==> config.mk <==
export PLATFORM = sky130hd
export DESIGN_NAME = wt_dcache
export DESIGN_NICKNAME = d
export VERILOG_FILES = /design/src/hw/dcache_pkg.sv /design/src/hw/wt_dcache.sv /design/src/hw/dcache_miss_unit.sv /design/src/hw/dcache_store_ctrl.sv /design/src/hw/dcache_load_ctrl.sv /design/src/hw/dcache_mem.sv
export SDC_FILE = /design/constraint.sdc
export NUM_CORES = 2
export LEC_CHECK = 0
export BUFFER_PORTS_ARGS = -buffer_cell sky130_fd_sc_hd__buf_2
export CORE_MARGIN = 8
export CORE_UTILIZATION = 57
export DETAILED_ROUTE_END_ITERATION = 8
export GPL_TIMING_DRIVEN = 0
export PLACE_DENSITY = 0.8
export SKIP_CTS_REPAIR_TIMING = 1
export SYNTH_ARGS = -nofsm -noshare
export SYNTH_HDL_FRONTEND = slang
export SYNTH_HIERARCHICAL = 1
export SYNTH_SLANG_ARGS = --single-unit
==> constraint.sdc <==
create_clock -name clk_i -period 17 [get_ports clk_i]
set_input_delay 3.4 -clock clk_i [delete_from_list [all_inputs] [get_ports clk_i]]
set_output_delay 3.4 -clock clk_i [all_outputs]
set_load 0.03 [all_outputs]
==> src/hw/dcache_pkg.sv <==
//////////////////////////////////////////////////
// dcache package
// geometry of the direct-mapped L1 data cache,
// its two address views and memory request kinds
//////////////////////////////////////////////////

`default_nettype none

package dcache_pkg;

  // word and address widths
  localparam int unsigned xlen       = 32;
  localparam int unsigned addr_width = 32;

  // line geometry
  localparam int unsigned line_words = 4;
  localparam int unsigned num_lines  = 16;
  localparam int unsigned off_width  = $clog2(line_words);
  localparam int unsigned idx_width  = $clog2(num_lines);
  localparam int unsigned tag_width  = addr_width - idx_width - off_width - 2;
  localparam int unsigned line_width = line_words * xlen;

  // one byte address, seen as the bus address or as cache fields
  typedef union packed {
    logic [addr_width-1:0] raw;
    struct packed {
      logic [tag_width-1:0] tag;
      logic [idx_width-1:0] idx;
      logic [off_width-1:0] off;
      logic [1:0]           byte_off;
    } f;
  } dcache_addr_t;

  // memory request kinds
  typedef enum logic [1:0] {
    mem_refill  = 2'd0,
    mem_read_nc = 2'd1,
    mem_write   = 2'd2
  } mem_kind_t;

endpackage

`default_nettype wire
==> src/hw/wt_dcache.sv <==
//////////////////////////////////////////////////
// write-through L1 data cache
// direct mapped, one load and one store port,
// single outstanding memory transaction
//////////////////////////////////////////////////

`timescale 1ns/1ps
`default_nettype none

module wt_dcache
  import dcache_pkg::*;
(
  input  logic                  clk_i,
  input  logic                  rst_i,
  // cache management
  input  logic                  enable_i,
  input  logic                  flush_i,
  output logic                  flush_ack_o,
  output logic                  miss_o,
  // load port
  input  logic                  ld_req_i,
  input  dcache_addr_t          ld_addr_i,
  output logic                  ld_ready_o,
  output logic                  ld_valid_o,
  output logic [xlen-1:0]       ld_data_o,
  // store port
  input  logic                  st_req_i,
  input  dcache_addr_t          st_addr_i,
  input  logic [xlen-1:0]       st_data_i,
  input  logic [xlen/8-1:0]     st_be_i,
  output logic                  st_ready_o,
  // memory
  output logic                  mem_req_o,
  output mem_kind_t             mem_kind_o,
  output logic [addr_width-1:0] mem_addr_o,
  output logic [xlen-1:0]       mem_wdata_o,
  output logic [xlen/8-1:0]     mem_be_o,
  input  logic                  mem_ack_i,
  input  logic                  mem_rtrn_vld_i,
  input  logic [line_width-1:0] mem_rtrn_data_i
);

  logic cache_en;

  // load controller <-> arrays
  logic                 ld_rd_req;
  logic [idx_width-1:0] ld_rd_idx;
  logic [off_width-1:0] ld_rd_off;
  logic                 ld_rd_ack;
  logic [tag_width-1:0] rd_tag;
  logic                 rd_valid;
  logic [xlen-1:0]      rd_data;

  // store controller <-> arrays
  logic              st_wr_req;
  dcache_addr_t      st_wr_addr;
  logic [xlen-1:0]   st_wr_data;
  logic [xlen/8-1:0] st_wr_be;
  logic              st_wr_ack;

  // miss unit <-> arrays
  logic                  fill_vld;
  logic [idx_width-1:0]  fill_idx;
  logic [tag_width-1:0]  fill_tag;
  logic [line_width-1:0] fill_data;
  logic                  inval_vld;
  logic [idx_width-1:0]  inval_idx;

  // controllers <-> miss unit
  logic              lmiss_req;
  logic              lmiss_nc;
  dcache_addr_t      lmiss_addr;
  logic              lmiss_done;
  logic [xlen-1:0]   lmiss_word;
  logic              smiss_req;
  dcache_addr_t      smiss_addr;
  logic [xlen-1:0]   smiss_data;
  logic [xlen/8-1:0] smiss_be;
  logic              smiss_ack;

  // hit result is consumed inside the arrays
  dcache_mem i_dcache_mem (
    .st_wr_hit (),
    .*
  );

  dcache_load_ctrl i_dcache_load_ctrl (.*);

  dcache_store_ctrl i_dcache_store_ctrl (.*);

  dcache_miss_unit i_dcache_miss_unit (
    .ld_busy (!ld_ready_o),
    .st_busy (!st_ready_o),
    .*
  );

endmodule

`default_nettype wire

==> src/hw/dcache_miss_unit.sv <==
//////////////////////////////////////////////////
// dcache miss unit
// memory port arbiter, refill sequencer and the
// flush walk over all line indices
//////////////////////////////////////////////////

`timescale 1ns/1ps
`default_nettype none

module dcache_miss_unit
  import dcache_pkg::*;
(
  input  logic                  clk_i,
  input  logic                  rst_i,
  input  logic                  enable_i,
  input  logic                  flush_i,
  output logic                  flush_ack_o,
  output logic                  cache_en,
  // load miss port
  input  logic                  lmiss_req,
  input  logic                  lmiss_nc,
  input  dcache_addr_t          lmiss_addr,
  output logic                  lmiss_done,
  output logic [xlen-1:0]       lmiss_word,
  // store write-through port
  input  logic                  smiss_req,
  input  dcache_addr_t          smiss_addr,
  input  logic [xlen-1:0]       smiss_data,
  input  logic [xlen/8-1:0]     smiss_be,
  output logic                  smiss_ack,
  // arrays
  output logic                  fill_vld,
  output logic [idx_width-1:0]  fill_idx,
  output logic [tag_width-1:0]  fill_tag,
  output logic [line_width-1:0] fill_data,
  output logic                  inval_vld,
  output logic [idx_width-1:0]  inval_idx,
  input  logic                  ld_busy,
  input  logic                  st_busy,
  // memory
  output logic                  mem_req_o,
  output mem_kind_t             mem_kind_o,
  output logic [addr_width-1:0] mem_addr_o,
  output logic [xlen-1:0]       mem_wdata_o,
  output logic [xlen/8-1:0]     mem_be_o,
  input  logic                  mem_ack_i,
  input  logic                  mem_rtrn_vld_i,
  input  logic [line_width-1:0] mem_rtrn_data_i
);

  localparam logic [2:0] s_idle      = 3'd0;
  localparam logic [2:0] s_req       = 3'd1;
  localparam logic [2:0] s_rtrn      = 3'd2;
  localparam logic [2:0] s_done      = 3'd3;
  localparam logic [2:0] s_flush     = 3'd4;
  localparam logic [2:0] s_flush_ack = 3'd5;

  logic [2:0]            state_q;
  dcache_addr_t          addr_q;
  dcache_addr_t          req_addr;
  mem_kind_t             kind_q;
  logic [xlen-1:0]       wdata_q;
  logic [xlen/8-1:0]     be_q;
  logic [line_width-1:0] line_q;
  logic [idx_width-1:0]  flush_cnt_q;
  logic                  flush_go;

  // flush waits until both controllers are quiet
  assign flush_go = flush_i && !ld_busy && !st_busy;
  assign cache_en = enable_i && (state_q != s_flush) && (state_q != s_flush_ack);

  // word aligned, and line aligned for a refill
  always_comb begin
    req_addr            = addr_q;
    req_addr.f.byte_off = '0;
    if (kind_q == mem_refill) begin
      req_addr.f.off = '0;
    end
  end

  assign mem_req_o   = (state_q == s_req);
  assign mem_kind_o  = kind_q;
  assign mem_addr_o  = req_addr.raw;
  assign mem_wdata_o = wdata_q;
  assign mem_be_o    = be_q;
  assign smiss_ack   = mem_req_o && mem_ack_i && (kind_q == mem_write);

  // return to the load, one cycle after the memory return
  assign lmiss_done = (state_q == s_done);
  assign lmiss_word = (kind_q == mem_refill) ? line_q[xlen*addr_q.f.off +: xlen] :
                                               line_q[xlen-1:0];
  assign fill_vld   = (state_q == s_done) && (kind_q == mem_refill);
  assign fill_idx   = addr_q.f.idx;
  assign fill_tag   = addr_q.f.tag;
  assign fill_data  = line_q;

  assign inval_vld   = (state_q == s_flush);
  assign inval_idx   = flush_cnt_q;
  assign flush_ack_o = (state_q == s_flush_ack);

  //////////////////////////////////////////////////
  // sequencer
  //////////////////////////////////////////////////

  always_ff @(posedge clk_i) begin
    if (rst_i) begin
      state_q     <= s_idle;
      flush_cnt_q <= '0;
    end else begin
      case (state_q)
        s_idle: begin
          if (flush_go) begin
            state_q <= s_flush;
          end else if (lmiss_req || smiss_req) begin
            state_q <= s_req;
          end
        end
        s_req:  if (mem_ack_i) state_q <= (kind_q == mem_write) ? s_idle : s_rtrn;
        s_rtrn: if (mem_rtrn_vld_i) state_q <= s_done;
        s_done: state_q <= s_idle;
        s_flush: begin
          flush_cnt_q <= flush_cnt_q + 1'b1;
          if (flush_cnt_q == idx_width'(num_lines - 1)) begin
            state_q <= s_flush_ack;
          end
        end
        default: state_q <= s_idle;
      endcase
    end
  end

  // request capture, load ahead of store
  always_ff @(posedge clk_i) begin
    if ((state_q == s_idle) && !flush_go) begin
      if (lmiss_req) begin
        addr_q <= lmiss_addr;
        kind_q <= lmiss_nc ? mem_read_nc : mem_refill;
        be_q   <= '1;
      end else begin
        addr_q <= smiss_addr;
        kind_q <= mem_write;
        be_q   <= smiss_be;
      end
      wdata_q <= smiss_data;
    end
    if ((state_q == s_rtrn) && mem_rtrn_vld_i) begin
      line_q <= mem_rtrn_data_i;
    end
  end

  mem_req_hold : assert property (@(posedge clk_i) disable iff (rst_i)
    (mem_req_o && !mem_ack_i) |=> (mem_req_o && $stable(mem_addr_o)))
    else $error("dcache_miss_unit: memory request dropped or changed before ack");

endmodule

`default_nettype wire

==> src/hw/dcache_store_ctrl.sv <==
//////////////////////////////////////////////////
// dcache store controller
// writes through to memory, then updates the
// cached word if the line is present
//////////////////////////////////////////////////

`timescale 1ns/1ps
`default_nettype none

module dcache_store_ctrl
  import dcache_pkg::*;
(
  input  logic              clk_i,
  input  logic              rst_i,
  // core store port
  input  logic              st_req_i,
  input  dcache_addr_t      st_addr_i,
  input  logic [xlen-1:0]   st_data_i,
  input  logic [xlen/8-1:0] st_be_i,
  output logic              st_ready_o,
  // miss unit
  output logic              smiss_req,
  output dcache_addr_t      smiss_addr,
  output logic [xlen-1:0]   smiss_data,
  output logic [xlen/8-1:0] smiss_be,
  input  logic              smiss_ack,
  // array update
  output logic              st_wr_req,
  output dcache_addr_t      st_wr_addr,
  output logic [xlen-1:0]   st_wr_data,
  output logic [xlen/8-1:0] st_wr_be,
  input  logic              st_wr_ack
);

  localparam logic [1:0] s_idle = 2'd0;
  localparam logic [1:0] s_mem  = 2'd1;
  localparam logic [1:0] s_upd  = 2'd2;

  logic [1:0]        state_q;
  dcache_addr_t      addr_q;
  logic [xlen-1:0]   data_q;
  logic [xlen/8-1:0] be_q;

  assign st_ready_o = (state_q == s_idle);

  // memory first, so a later refill already holds this store
  assign smiss_req  = (state_q == s_mem);
  assign smiss_addr = addr_q;
  assign smiss_data = data_q;
  assign smiss_be   = be_q;

  assign st_wr_req  = (state_q == s_upd);
  assign st_wr_addr = addr_q;
  assign st_wr_data = data_q;
  assign st_wr_be   = be_q;

  always_ff @(posedge clk_i) begin
    if (rst_i) begin
      state_q <= s_idle;
    end else begin
      case (state_q)
        s_idle:  if (st_req_i) state_q <= s_mem;
        s_mem:   if (smiss_ack) state_q <= s_upd;
        s_upd:   if (st_wr_ack) state_q <= s_idle;
        default: state_q <= s_idle;
      endcase
    end
  end

  always_ff @(posedge clk_i) begin
    if (st_ready_o && st_req_i) begin
      addr_q <= st_addr_i;
      data_q <= st_data_i;
      be_q   <= st_be_i;
    end
  end

  st_req_when_ready : assert property (@(posedge clk_i) disable iff (rst_i)
    st_req_i |-> st_ready_o)
    else $error("dcache_store_ctrl: store request while busy");

endmodule

`default_nettype wire

==> src/hw/dcache_load_ctrl.sv <==
//////////////////////////////////////////////////
// dcache load controller
// array lookup, hit return and miss request
//////////////////////////////////////////////////

`timescale 1ns/1ps
`default_nettype none

module dcache_load_ctrl
  import dcache_pkg::*;
(
  input  logic                 clk_i,
  input  logic                 rst_i,
  input  logic                 cache_en,
  // core load port
  input  logic                 ld_req_i,
  input  dcache_addr_t         ld_addr_i,
  output logic                 ld_ready_o,
  output logic                 ld_valid_o,
  output logic [xlen-1:0]      ld_data_o,
  output logic                 miss_o,
  // array read port
  output logic                 ld_rd_req,
  output logic [idx_width-1:0] ld_rd_idx,
  output logic [off_width-1:0] ld_rd_off,
  input  logic                 ld_rd_ack,
  input  logic [tag_width-1:0] rd_tag,
  input  logic                 rd_valid,
  input  logic [xlen-1:0]      rd_data,
  // miss unit
  output logic                 lmiss_req,
  output logic                 lmiss_nc,
  output dcache_addr_t         lmiss_addr,
  input  logic                 lmiss_done,
  input  logic [xlen-1:0]      lmiss_word
);

  localparam logic [1:0] s_idle    = 2'd0;
  localparam logic [1:0] s_lookup  = 2'd1;
  localparam logic [1:0] s_compare = 2'd2;
  localparam logic [1:0] s_wait    = 2'd3;

  logic [1:0]   state_q;
  logic [1:0]   state_d;
  dcache_addr_t addr_q;
  logic         nc_q;
  logic         hit;

  assign hit = rd_valid && (rd_tag == addr_q.f.tag);

  assign ld_ready_o = (state_q == s_idle);
  // drop the request while the grant is out
  assign ld_rd_req  = (state_q == s_lookup) && !ld_rd_ack;
  assign ld_rd_idx  = addr_q.f.idx;
  assign ld_rd_off  = addr_q.f.off;

  assign ld_valid_o = ((state_q == s_compare) && hit) || ((state_q == s_wait) && lmiss_done);
  assign ld_data_o  = (state_q == s_compare) ? rd_data : lmiss_word;

  assign lmiss_req  = (state_q == s_wait);
  assign lmiss_nc   = nc_q;
  assign lmiss_addr = addr_q;

  always_comb begin
    state_d = state_q;
    case (state_q)
      s_idle:    if (ld_req_i) state_d = cache_en ? s_lookup : s_wait;
      s_lookup:  if (ld_rd_ack) state_d = s_compare;
      s_compare: state_d = hit ? s_idle : s_wait;
      s_wait:    if (lmiss_done) state_d = s_idle;
      default:   state_d = s_idle;
    endcase
  end

  always_ff @(posedge clk_i) begin
    if (rst_i) begin
      state_q <= s_idle;
      miss_o  <= 1'b0;
    end else begin
      state_q <= state_d;
      // tag miss, or a load that bypasses the cache
      miss_o  <= ((state_q == s_compare) && !hit) ||
                 ((state_q == s_idle) && ld_req_i && !cache_en);
    end
  end

  always_ff @(posedge clk_i) begin
    if (ld_ready_o && ld_req_i) begin
      addr_q.raw <= ld_addr_i.raw;
      nc_q       <= !cache_en;
    end
  end

  // the miss unit only returns a word to a waiting load
  idle_no_return : assert property (@(posedge clk_i) disable iff (rst_i)
    (state_q == s_idle) |-> !lmiss_done)
    else $error("dcache_load_ctrl: miss return while idle");

endmodule

`default_nettype wire

==> src/hw/dcache_mem.sv <==
//////////////////////////////////////////////////
// dcache arrays
// valid, tag and data storage with a fixed
// priority of refill/invalidate, load, store
//////////////////////////////////////////////////

`timescale 1ns/1ps
`default_nettype none

module dcache_mem
  import dcache_pkg::*;
(
  input  logic                  clk_i,
  input  logic                  rst_i,
  // load read port
  input  logic                  ld_rd_req,
  input  logic [idx_width-1:0]  ld_rd_idx,
  input  logic [off_width-1:0]  ld_rd_off,
  output logic                  ld_rd_ack,
  output logic [tag_width-1:0]  rd_tag,
  output logic                  rd_valid,
  output logic [xlen-1:0]       rd_data,
  // store word update
  input  logic                  st_wr_req,
  input  dcache_addr_t          st_wr_addr,
  input  logic [xlen-1:0]       st_wr_data,
  input  logic [xlen/8-1:0]     st_wr_be,
  output logic                  st_wr_ack,
  output logic                  st_wr_hit,
  // refill and invalidate
  input  logic                  fill_vld,
  input  logic [idx_width-1:0]  fill_idx,
  input  logic [tag_width-1:0]  fill_tag,
  input  logic [line_width-1:0] fill_data,
  input  logic                  inval_vld,
  input  logic [idx_width-1:0]  inval_idx
);

  logic [num_lines-1:0] valid_q;
  logic [tag_width-1:0] tag_q  [num_lines];
  logic [xlen-1:0]      data_q [num_lines][line_words];

  logic line_busy;
  logic ld_grant;

  // refill or invalidate owns the arrays this cycle
  assign line_busy = fill_vld | inval_vld;
  assign ld_grant  = ld_rd_req & ~line_busy;

  // store waits behind a pending load and its read cycle
  assign st_wr_ack = st_wr_req & ~line_busy & ~ld_rd_req & ~ld_rd_ack;
  assign st_wr_hit = valid_q[st_wr_addr.f.idx] &
                     (tag_q[st_wr_addr.f.idx] == st_wr_addr.f.tag);

  //////////////////////////////////////////////////
  // control state
  //////////////////////////////////////////////////

  always_ff @(posedge clk_i) begin
    if (rst_i) begin
      valid_q   <= '0;
      ld_rd_ack <= 1'b0;
    end else begin
      ld_rd_ack <= ld_grant;
      if (fill_vld) begin
        valid_q[fill_idx] <= 1'b1;
      end else if (inval_vld) begin
        valid_q[inval_idx] <= 1'b0;
      end
    end
  end

  //////////////////////////////////////////////////
  // tag and data arrays
  //////////////////////////////////////////////////

  always_ff @(posedge clk_i) begin
    if (fill_vld) begin
      tag_q[fill_idx] <= fill_tag;
      for (int w = 0; w < line_words; w++) begin
        data_q[fill_idx][w] <= fill_data[w*xlen +: xlen];
      end
    end else if (st_wr_ack && st_wr_hit) begin
      // byte merge, only into a line that is present
      for (int b = 0; b < xlen/8; b++) begin
        if (st_wr_be[b]) begin
          data_q[st_wr_addr.f.idx][st_wr_addr.f.off][b*8 +: 8] <= st_wr_data[b*8 +: 8];
        end
      end
    end
  end

  // read result, one cycle after the grant
  always_ff @(posedge clk_i) begin
    if (ld_rd_ack) begin
      rd_tag   <= tag_q[ld_rd_idx];
      rd_valid <= valid_q[ld_rd_idx];
      rd_data  <= data_q[ld_rd_idx][ld_rd_off];
    end
  end

  // miss unit never refills and invalidates at once
  fill_inval_excl : assert property (@(posedge clk_i) disable iff (rst_i)
    !(fill_vld && inval_vld))
    else $error("dcache_mem: fill and invalidate in the same cycle");

endmodule

`default_nettype wire

# Yosys cells after proc, flatten, opt, wreduce, memory -nomap -nowiden

Memory sizes are Yosys's and may differ from the RTL's. A register that Yosys moved wholly into a read port is not among the register bits.
Cells that the tools add are included.

Bitwise operators: 398
Order comparisons: 9
Eq/ne operators: 26
Multiply operators: 0
Add/sub/neg operators: 1
Shift-type cells: 1
Divide/modulo/power cells: 0
Reduce and logical (&&, ||, !) cells: 37
Mux-type cells: 450

Operators with widths:

| cell                                                       | count |
|---|---|
| 2-to-1 mux 128 bit                                         | 6 |
| 2-to-1 mux 1 bit                                           | 403 |
| OR 1 bit                                                   | 385 |
| demux 32 bit (select 2 bit)                                | 4 |
| 2-to-1 mux 32 bit                                          | 6 |
| OR reduction 128 bit                                       | 1 |
| indexed part select 128 x 8 -> 32 bit                      | 1 |
| binary-select mux 32 bit (select 2 bit)                    | 1 |
| == test 24 bit                                             | 2 |
| 2-to-1 mux 16 bit                                          | 3 |
| 2-to-1 mux 24 bit                                          | 1 |
| logical AND 1 bit                                          | 21 |
| less-than comparator 4 x 5 -> 1 bit, second input constant | 4 |
| 2-to-1 mux 2 bit                                           | 10 |
| bitwise AND 16 bit                                         | 1 |
| inequality test 2 bit, second input constant               | 8 |
| inverter 16 bit                                            | 1 |
| OR 16 bit                                                  | 1 |
| 2-to-1 mux 3 bit                                           | 5 |
| 2-to-1 mux 4 bit                                           | 3 |
| case mux 3 bit (4 select lines)                            | 1 |
| binary-select mux 1 bit (select 4 bit)                     | 2 |
| demux 1 bit (select 4 bit)                                 | 2 |
| == test 2 bit, second input constant                       | 4 |
| other kinds (25)                                           | 46 |

Register bits: 361
Memory bits (read-only): 0
Latch bits: 0
Word-level logic and storage cells: 943
Bits of input ports: 236
Bits in writable memories: 2432
Output and inout bits: 108
Memories: 2

Memory list:

| memory              | words | width | read ports | clocked after memory_dff | write ports | line             | text |
|---|---|---|---|---|---|---|---|
| i_dcache_mem.data_q | 16    | 128   | 1          | 1                        | 1           | dcache_mem.sv:41 | `logic [xlen-1:0] data_q [num_lines][line_words];` |
| i_dcache_mem.tag_q  | 16    | 24    | 2          | 2                        | 1           | dcache_mem.sv:40 | `logic [tag_width-1:0] tag_q [num_lines];` |

# Logic depth before layout (Yosys ltp)

Depth in word-level cells: 16
Mapped depth: 17

# Modules after synthesis

The synthesis kept the hierarchy.

By module, submodules not included:

| module            | cells an instance | times used | area each (um^2) |
|---|---|---|---|
| dcache_mem        | 4459              | 1          | 101539.9 |
| dcache_miss_unit  | 541               | 1          | 8493.1 |
| dcache_store_ctrl | 148               | 1          | 2656.3 |
| dcache_load_ctrl  | 136               | 1          | 1890.6 |
| wt_dcache         | 2                 | 1          | 7.5 |

# Least setup slack after synthesis

Ideal clock, no wire load.

Path type: in2reg
Start: input port mem_rtrn_vld_i
End: register i_dcache_miss_unit.line_q[0], in the netlist i_dcache_miss_unit/fill_data[0] (enable)
Slack: 3.648 ns
Stages: 1
Path buffers: 0
Data required time: 16.202 ns
Arrival time: 12.554 ns
Path through: nor3b_1

Word-level cells in the longest chain between the ends: 1

Ends and longest elaborated chain:

| what                 | line                    | text |
|---|---|---|
| start, declared      | wt_dcache.sv:39         | `input logic mem_rtrn_vld_i,` |
| logical AND 1 bit    | dcache_miss_unit.sv:146 | `if ((state_q == s_rtrn) && mem_rtrn_vld_i) begin` |
| end signal, assigned | dcache_miss_unit.sv:147 | `line_q <= mem_rtrn_data_i;` |
| end, declared        | dcache_miss_unit.sv:64  | `logic [line_width-1:0] line_q;` |

No other way between the ends.
A chain may end at the register's enable or synchronous reset.

# Worst setup path after layout

Start: register i_dcache_miss_unit.kind_q[0], in the netlist i_dcache_miss_unit/mem_kind_o[0]
End: output port ld_data_o[20]

Word-level cells in the longest chain between the ends: 3

Ends and longest elaborated chain:

| what                     | line                    | text |
|---|---|---|
| start, declared          | dcache_miss_unit.sv:61  | `mem_kind_t kind_q;` |
| start signal, assigned   | dcache_miss_unit.sv:137 | `kind_q <= lmiss_nc ? mem_read_nc : mem_refill;` |
| start signal, assigned   | dcache_miss_unit.sv:141 | `kind_q <= mem_write;` |
| logical NOT 2 bit        | dcache_miss_unit.sv:90  | `assign lmiss_word = (kind_q == mem_refill) ? line_q[xlen*addr_q.f.off +: xlen] :` |
| 2-to-1 mux 32 bit        | dcache_miss_unit.sv:90  |  |
| named net lmiss_word[20] | wt_dcache.sv:74         | `logic [xlen-1:0] lmiss_word;` |
| 2-to-1 mux 32 bit        | dcache_load_ctrl.sv:58  | `assign ld_data_o = (state_q == s_compare) ? rd_data : lmiss_word;` |
| end, declared            | wt_dcache.sv:25         | `output logic [xlen-1:0] ld_data_o,` |

The timed path passes the listed nets, and every way through them passes these cells.

==> flow_metrics.py <==
metrics = {
    "pwr": {
        "p_leak_nw": 41.16,
        "p_sw_mw": 4.178,
        "power.share.clock": 0.382,
        "swShare": 0.2571,
        "p_total_mw": 16.25,
        "peakVddDrop_mv": 0.1089,
        "p_comb_frac": 0.129,
        "seq_power_share": 0.489,
        "p_int_mw": 12.07,
        "p_per_area_mw_per_mm2": 125.3,
    },
    "place": {
        "port_buffers": 337,
        "detailed_place_hpwl_um": 251800,
        "pre_cts_ws_ns": 9.951,
        "gp_congestion": 0.9724,
    },
    "cells_and_area": {
        "seq_area_mm2": 0.08412,
        "multi_input_area_mm2": 0.02806,
        "nets": 6206,
        "fill_cells": 12109,
        "layout-drive-gt1-share": 0.3519,
        "areaGrowthSynthToFinish_pct": 13.32,
    },
    "worst_setup_path": {
        "startpoint_type": "register",
        "crit_top_cell": "clkbuf_1",
        "crit_required_ns": 13.60,
        "cp_max_fo": 10,
        "slowest_delay_ns": 1.05,
        "path_class": "register to primary output",
        "rrSetupSlack_ns": 9.48,
        "r2r_cells": 15,
        "arrival_ns": 4.60,
        "crit_chain": "or2_1 > clkbuf_1 > clkbuf_1 > a22oi_1 > o21ai_0 > mux2_1 > buf_2",
        "critPathSlowestCell": "clkbuf_1",
        "r2r-start": "i_dcache_miss_unit/mem_kind_o[0]$_SDFFCE_PN0P_",
        "rr_endpoint": "i_dcache_mem/data_q[11][74]$_DFFE_PP_",
        "endpoint_kind": "primary output",
    },
    "sta": {
        "setup_tns_ns": 0,
        "worst_slew_pin_slew_ns": 1.666,
        "rsz0062_at_grt": "no",
        "slew_viol_final": 161,
        "setup_viol": 0,
        "finClkSkew_ns": 0.06945,
        "whs_ns": 0.4419,
        "finalCritPeriodShare": 0.4705,
        "fin_crit_ns": 7.999,
        "fmaxAchievable_mhz": 125.0,
        "relSlewSlack": -0.1105,
        "hold_viol_final": 0,
        "layout_setup_ws_ns": 9.002,
    },
    "floorplanning": {
        "dieHeight_um": 464.1,
        "ios": 344,
        "core_area_mm2": 0.1997,
        "die_area_mm2": 0.2154,
        "row_count": 164,
        "start_util": 0.5732,
        "die-width_um": 464.1,
    },
    "global_routing": {
        "grt_pass1_vias": 64719,
        "grt_use_total": 0.3422,
        "grt_overflow": 0,
        "antenna_found_initial": 32,
        "grt_max_degree": 38,
        "grt_first_pass_wirelength_um": 510500,
    },
    "run_status": {
        "violations": "capacitance limit, slew limit",
        "status": "complete, but fails checks",
    },
    "logic_synthesis": {
        "syn_inst": 5279,
        "synth.cell_area_mm2": 0.1144,
        "syn_avg_cell_area_um2": 21.68,
        "yosysWarnings": 6,
    },
    "cts": {
        "cts_made_buffers": 296,
        "cts_max_level": 5,
        "clock_sinks": 2811,
        "cts_tree": "yes",
        "clk_latency_ns": 0.96,
        "cts_root_buf": "clkbuf_16",
        "clock_path_buffers": 4,
        "clk_pin_slew_ns": 0.06,
    },
    "drt": {
        "drt-pass1-iter-count": 9,
        "ant_nets": 0,
        "via_count": 65841,
        "remaining_drc_errors": 0,
        "drtIter0Drc": 12730,
        "postRouteWirelength_um": 377600,
        "wl_per_cell_um": 42.63,
        "routed_via_density": 7.434,
    },
    "hold_path": {
        "holdPathStages": 0,
        "worstHoldStart": "i_dcache_store_ctrl/smiss_data[17]$_DFFE_PP_",
        "min_to": "i_dcache_miss_unit/mem_wdata_o[17]$_DFFE_PP_",
        "min_path_type": "register to register",
    },
    "job": {
        "maxCapViolations": 16,
    },
}
## through the flow
| stage | cells | area, µm² | utilization |
|---|---|---|---|
| 2_1_floorplan | 5280 | 114400 | - |
| 3_3_place_gp | 8273 | 119500 | 0.5983 |
| 3_5_place_dp | 8322 | 120500 | 0.6034 |
| 4_1_cts | 8829 | 129500 | 0.6487 |
| 5_1_grt | 8835 | 129600 | 0.6493 |
| 6_report | 8857 | 129700 | 0.6495 |
## registers in the layout, indices dropped and copies added, names as in the netlist, 2 cells and up
signal and flops:
i_dcache_mem/rd_tag 24, i_dcache_miss_unit/addr_q 30, i_dcache_mem/rd_data 32, i_dcache_load_ctrl/state_q 2
i_dcache_mem/valid_q 16, i_dcache_miss_unit/inval_idx 4, i_dcache_miss_unit/mem_kind_o 2, i_dcache_store_ctrl/smiss_addr 30
i_dcache_store_ctrl/state_q 2, i_dcache_miss_unit/state_q 3, i_dcache_miss_unit/mem_wdata_o 32, i_dcache_store_ctrl/smiss_data 32
i_dcache_store_ctrl/smiss_be 4, i_dcache_miss_unit/mem_be_o 4, i_dcache_miss_unit/fill_data 128, i_dcache_mem/data_q 2048
i_dcache_mem/tag_q 384, i_dcache_load_ctrl/lmiss_addr 30
## cells in the final DEF (no fill, tap or decap), drive strengths merged, types with 4 or more instances in the layout
cell      instances
nand2b           16
a31oi            49
mux4            861
o21ai            49
mux2i            85
buf             681
diode            23
inv              15
mux2            246
a21o              4
and2             13
nand4            12
bufinv           20
a21oi            15
nor4             11
clkbuf          516
clkinvlp          9
nor3             12
xnor2            44
o22ai            19
dfxtp            29
nor3b             4
clkinv          109
o32ai             5
nor2b            44
edfxtp         2782
nor4b             4
or2               7
nand2            41
a22oi            47
nor2            336
a221oi            8
a211oi            5
xor2             18
nand3            10
and3              9
## power groups by stage
stage / sequential [mW] / clock (mW) / combinational [mW]
2_1_floorplan: 8.13 / 0 / 1.03
3_3_place_gp: 8.14 / 0 / 1.85
3_5_place_dp: 8.09 / 0 / 1.95
4_1_cts: 7.94 / 6.22 / 1.99
5_1_grt: 7.95 / 6.47 / 2.08
6_report: 7.95 / 6.21 / 2.09
## area by class of cell
cell class,count,share of cell area
Inverter,10,0.0002894
Sequential cell,2811,0.6487
Multi-Input combinational cell,2017,0.2164
Antenna cell,23,0.0004438
Tap cell,2656,0.02563
Clock buffer,364,0.06047
Timing Repair Buffer,391,0.01971
Clock inverter,143,0.009407
Buffer,442,0.01895
## layer usage
metal | global-route usage | part of all wire | vias up
li1 | - | - | 23419
met1 | 0.4130 | 0.30 | 33078
met2 | 0.4977 | 0.43 | 7537
met3 | 0.1394 | 0.17 | 1788
met4 | 0.2532 | 0.099 | 19
met5 | 0 | 0.00060 | -
## worst max path at each step
stage / startpoint / endpoint / cells past startpoint / slack (ns)
after CTS: i_dcache_miss_unit/mem_kind_o[1]$_SDFFCE_PN1P_ / ld_data_o[2] / 8 / 8.86
final: i_dcache_miss_unit/mem_kind_o[0]$_SDFFCE_PN0P_ / ld_data_o[20] / 7 / 9.00
after floorplan: mem_rtrn_vld_i / i_dcache_miss_unit/fill_data[0]$_DFFE_PP_ / 1 / 3.65
after global routing: i_dcache_miss_unit/mem_kind_o[0]$_SDFFCE_PN0P_ / ld_data_o[20] / 7 / 9.05
after global placement: mem_rtrn_vld_i / i_dcache_miss_unit/fill_data[23]$_DFFE_PP_ / 2 / -3.50
after detailed placement: i_dcache_miss_unit/mem_kind_o[1]$_SDFFCE_PN1P_ / ld_data_o[2] / 8 / 9.95
## worst max-delay path, delay by kind of cell (launching register included)
family	cells	cell delay, ns
and+or+nand+nor	1	0.14
AOI/OAI and AO/OA	2	0.43
muxes	1	0.42
buffers and inverters	3	2.21
DFF	1	0.44
(Power assumes the default switching activity.)
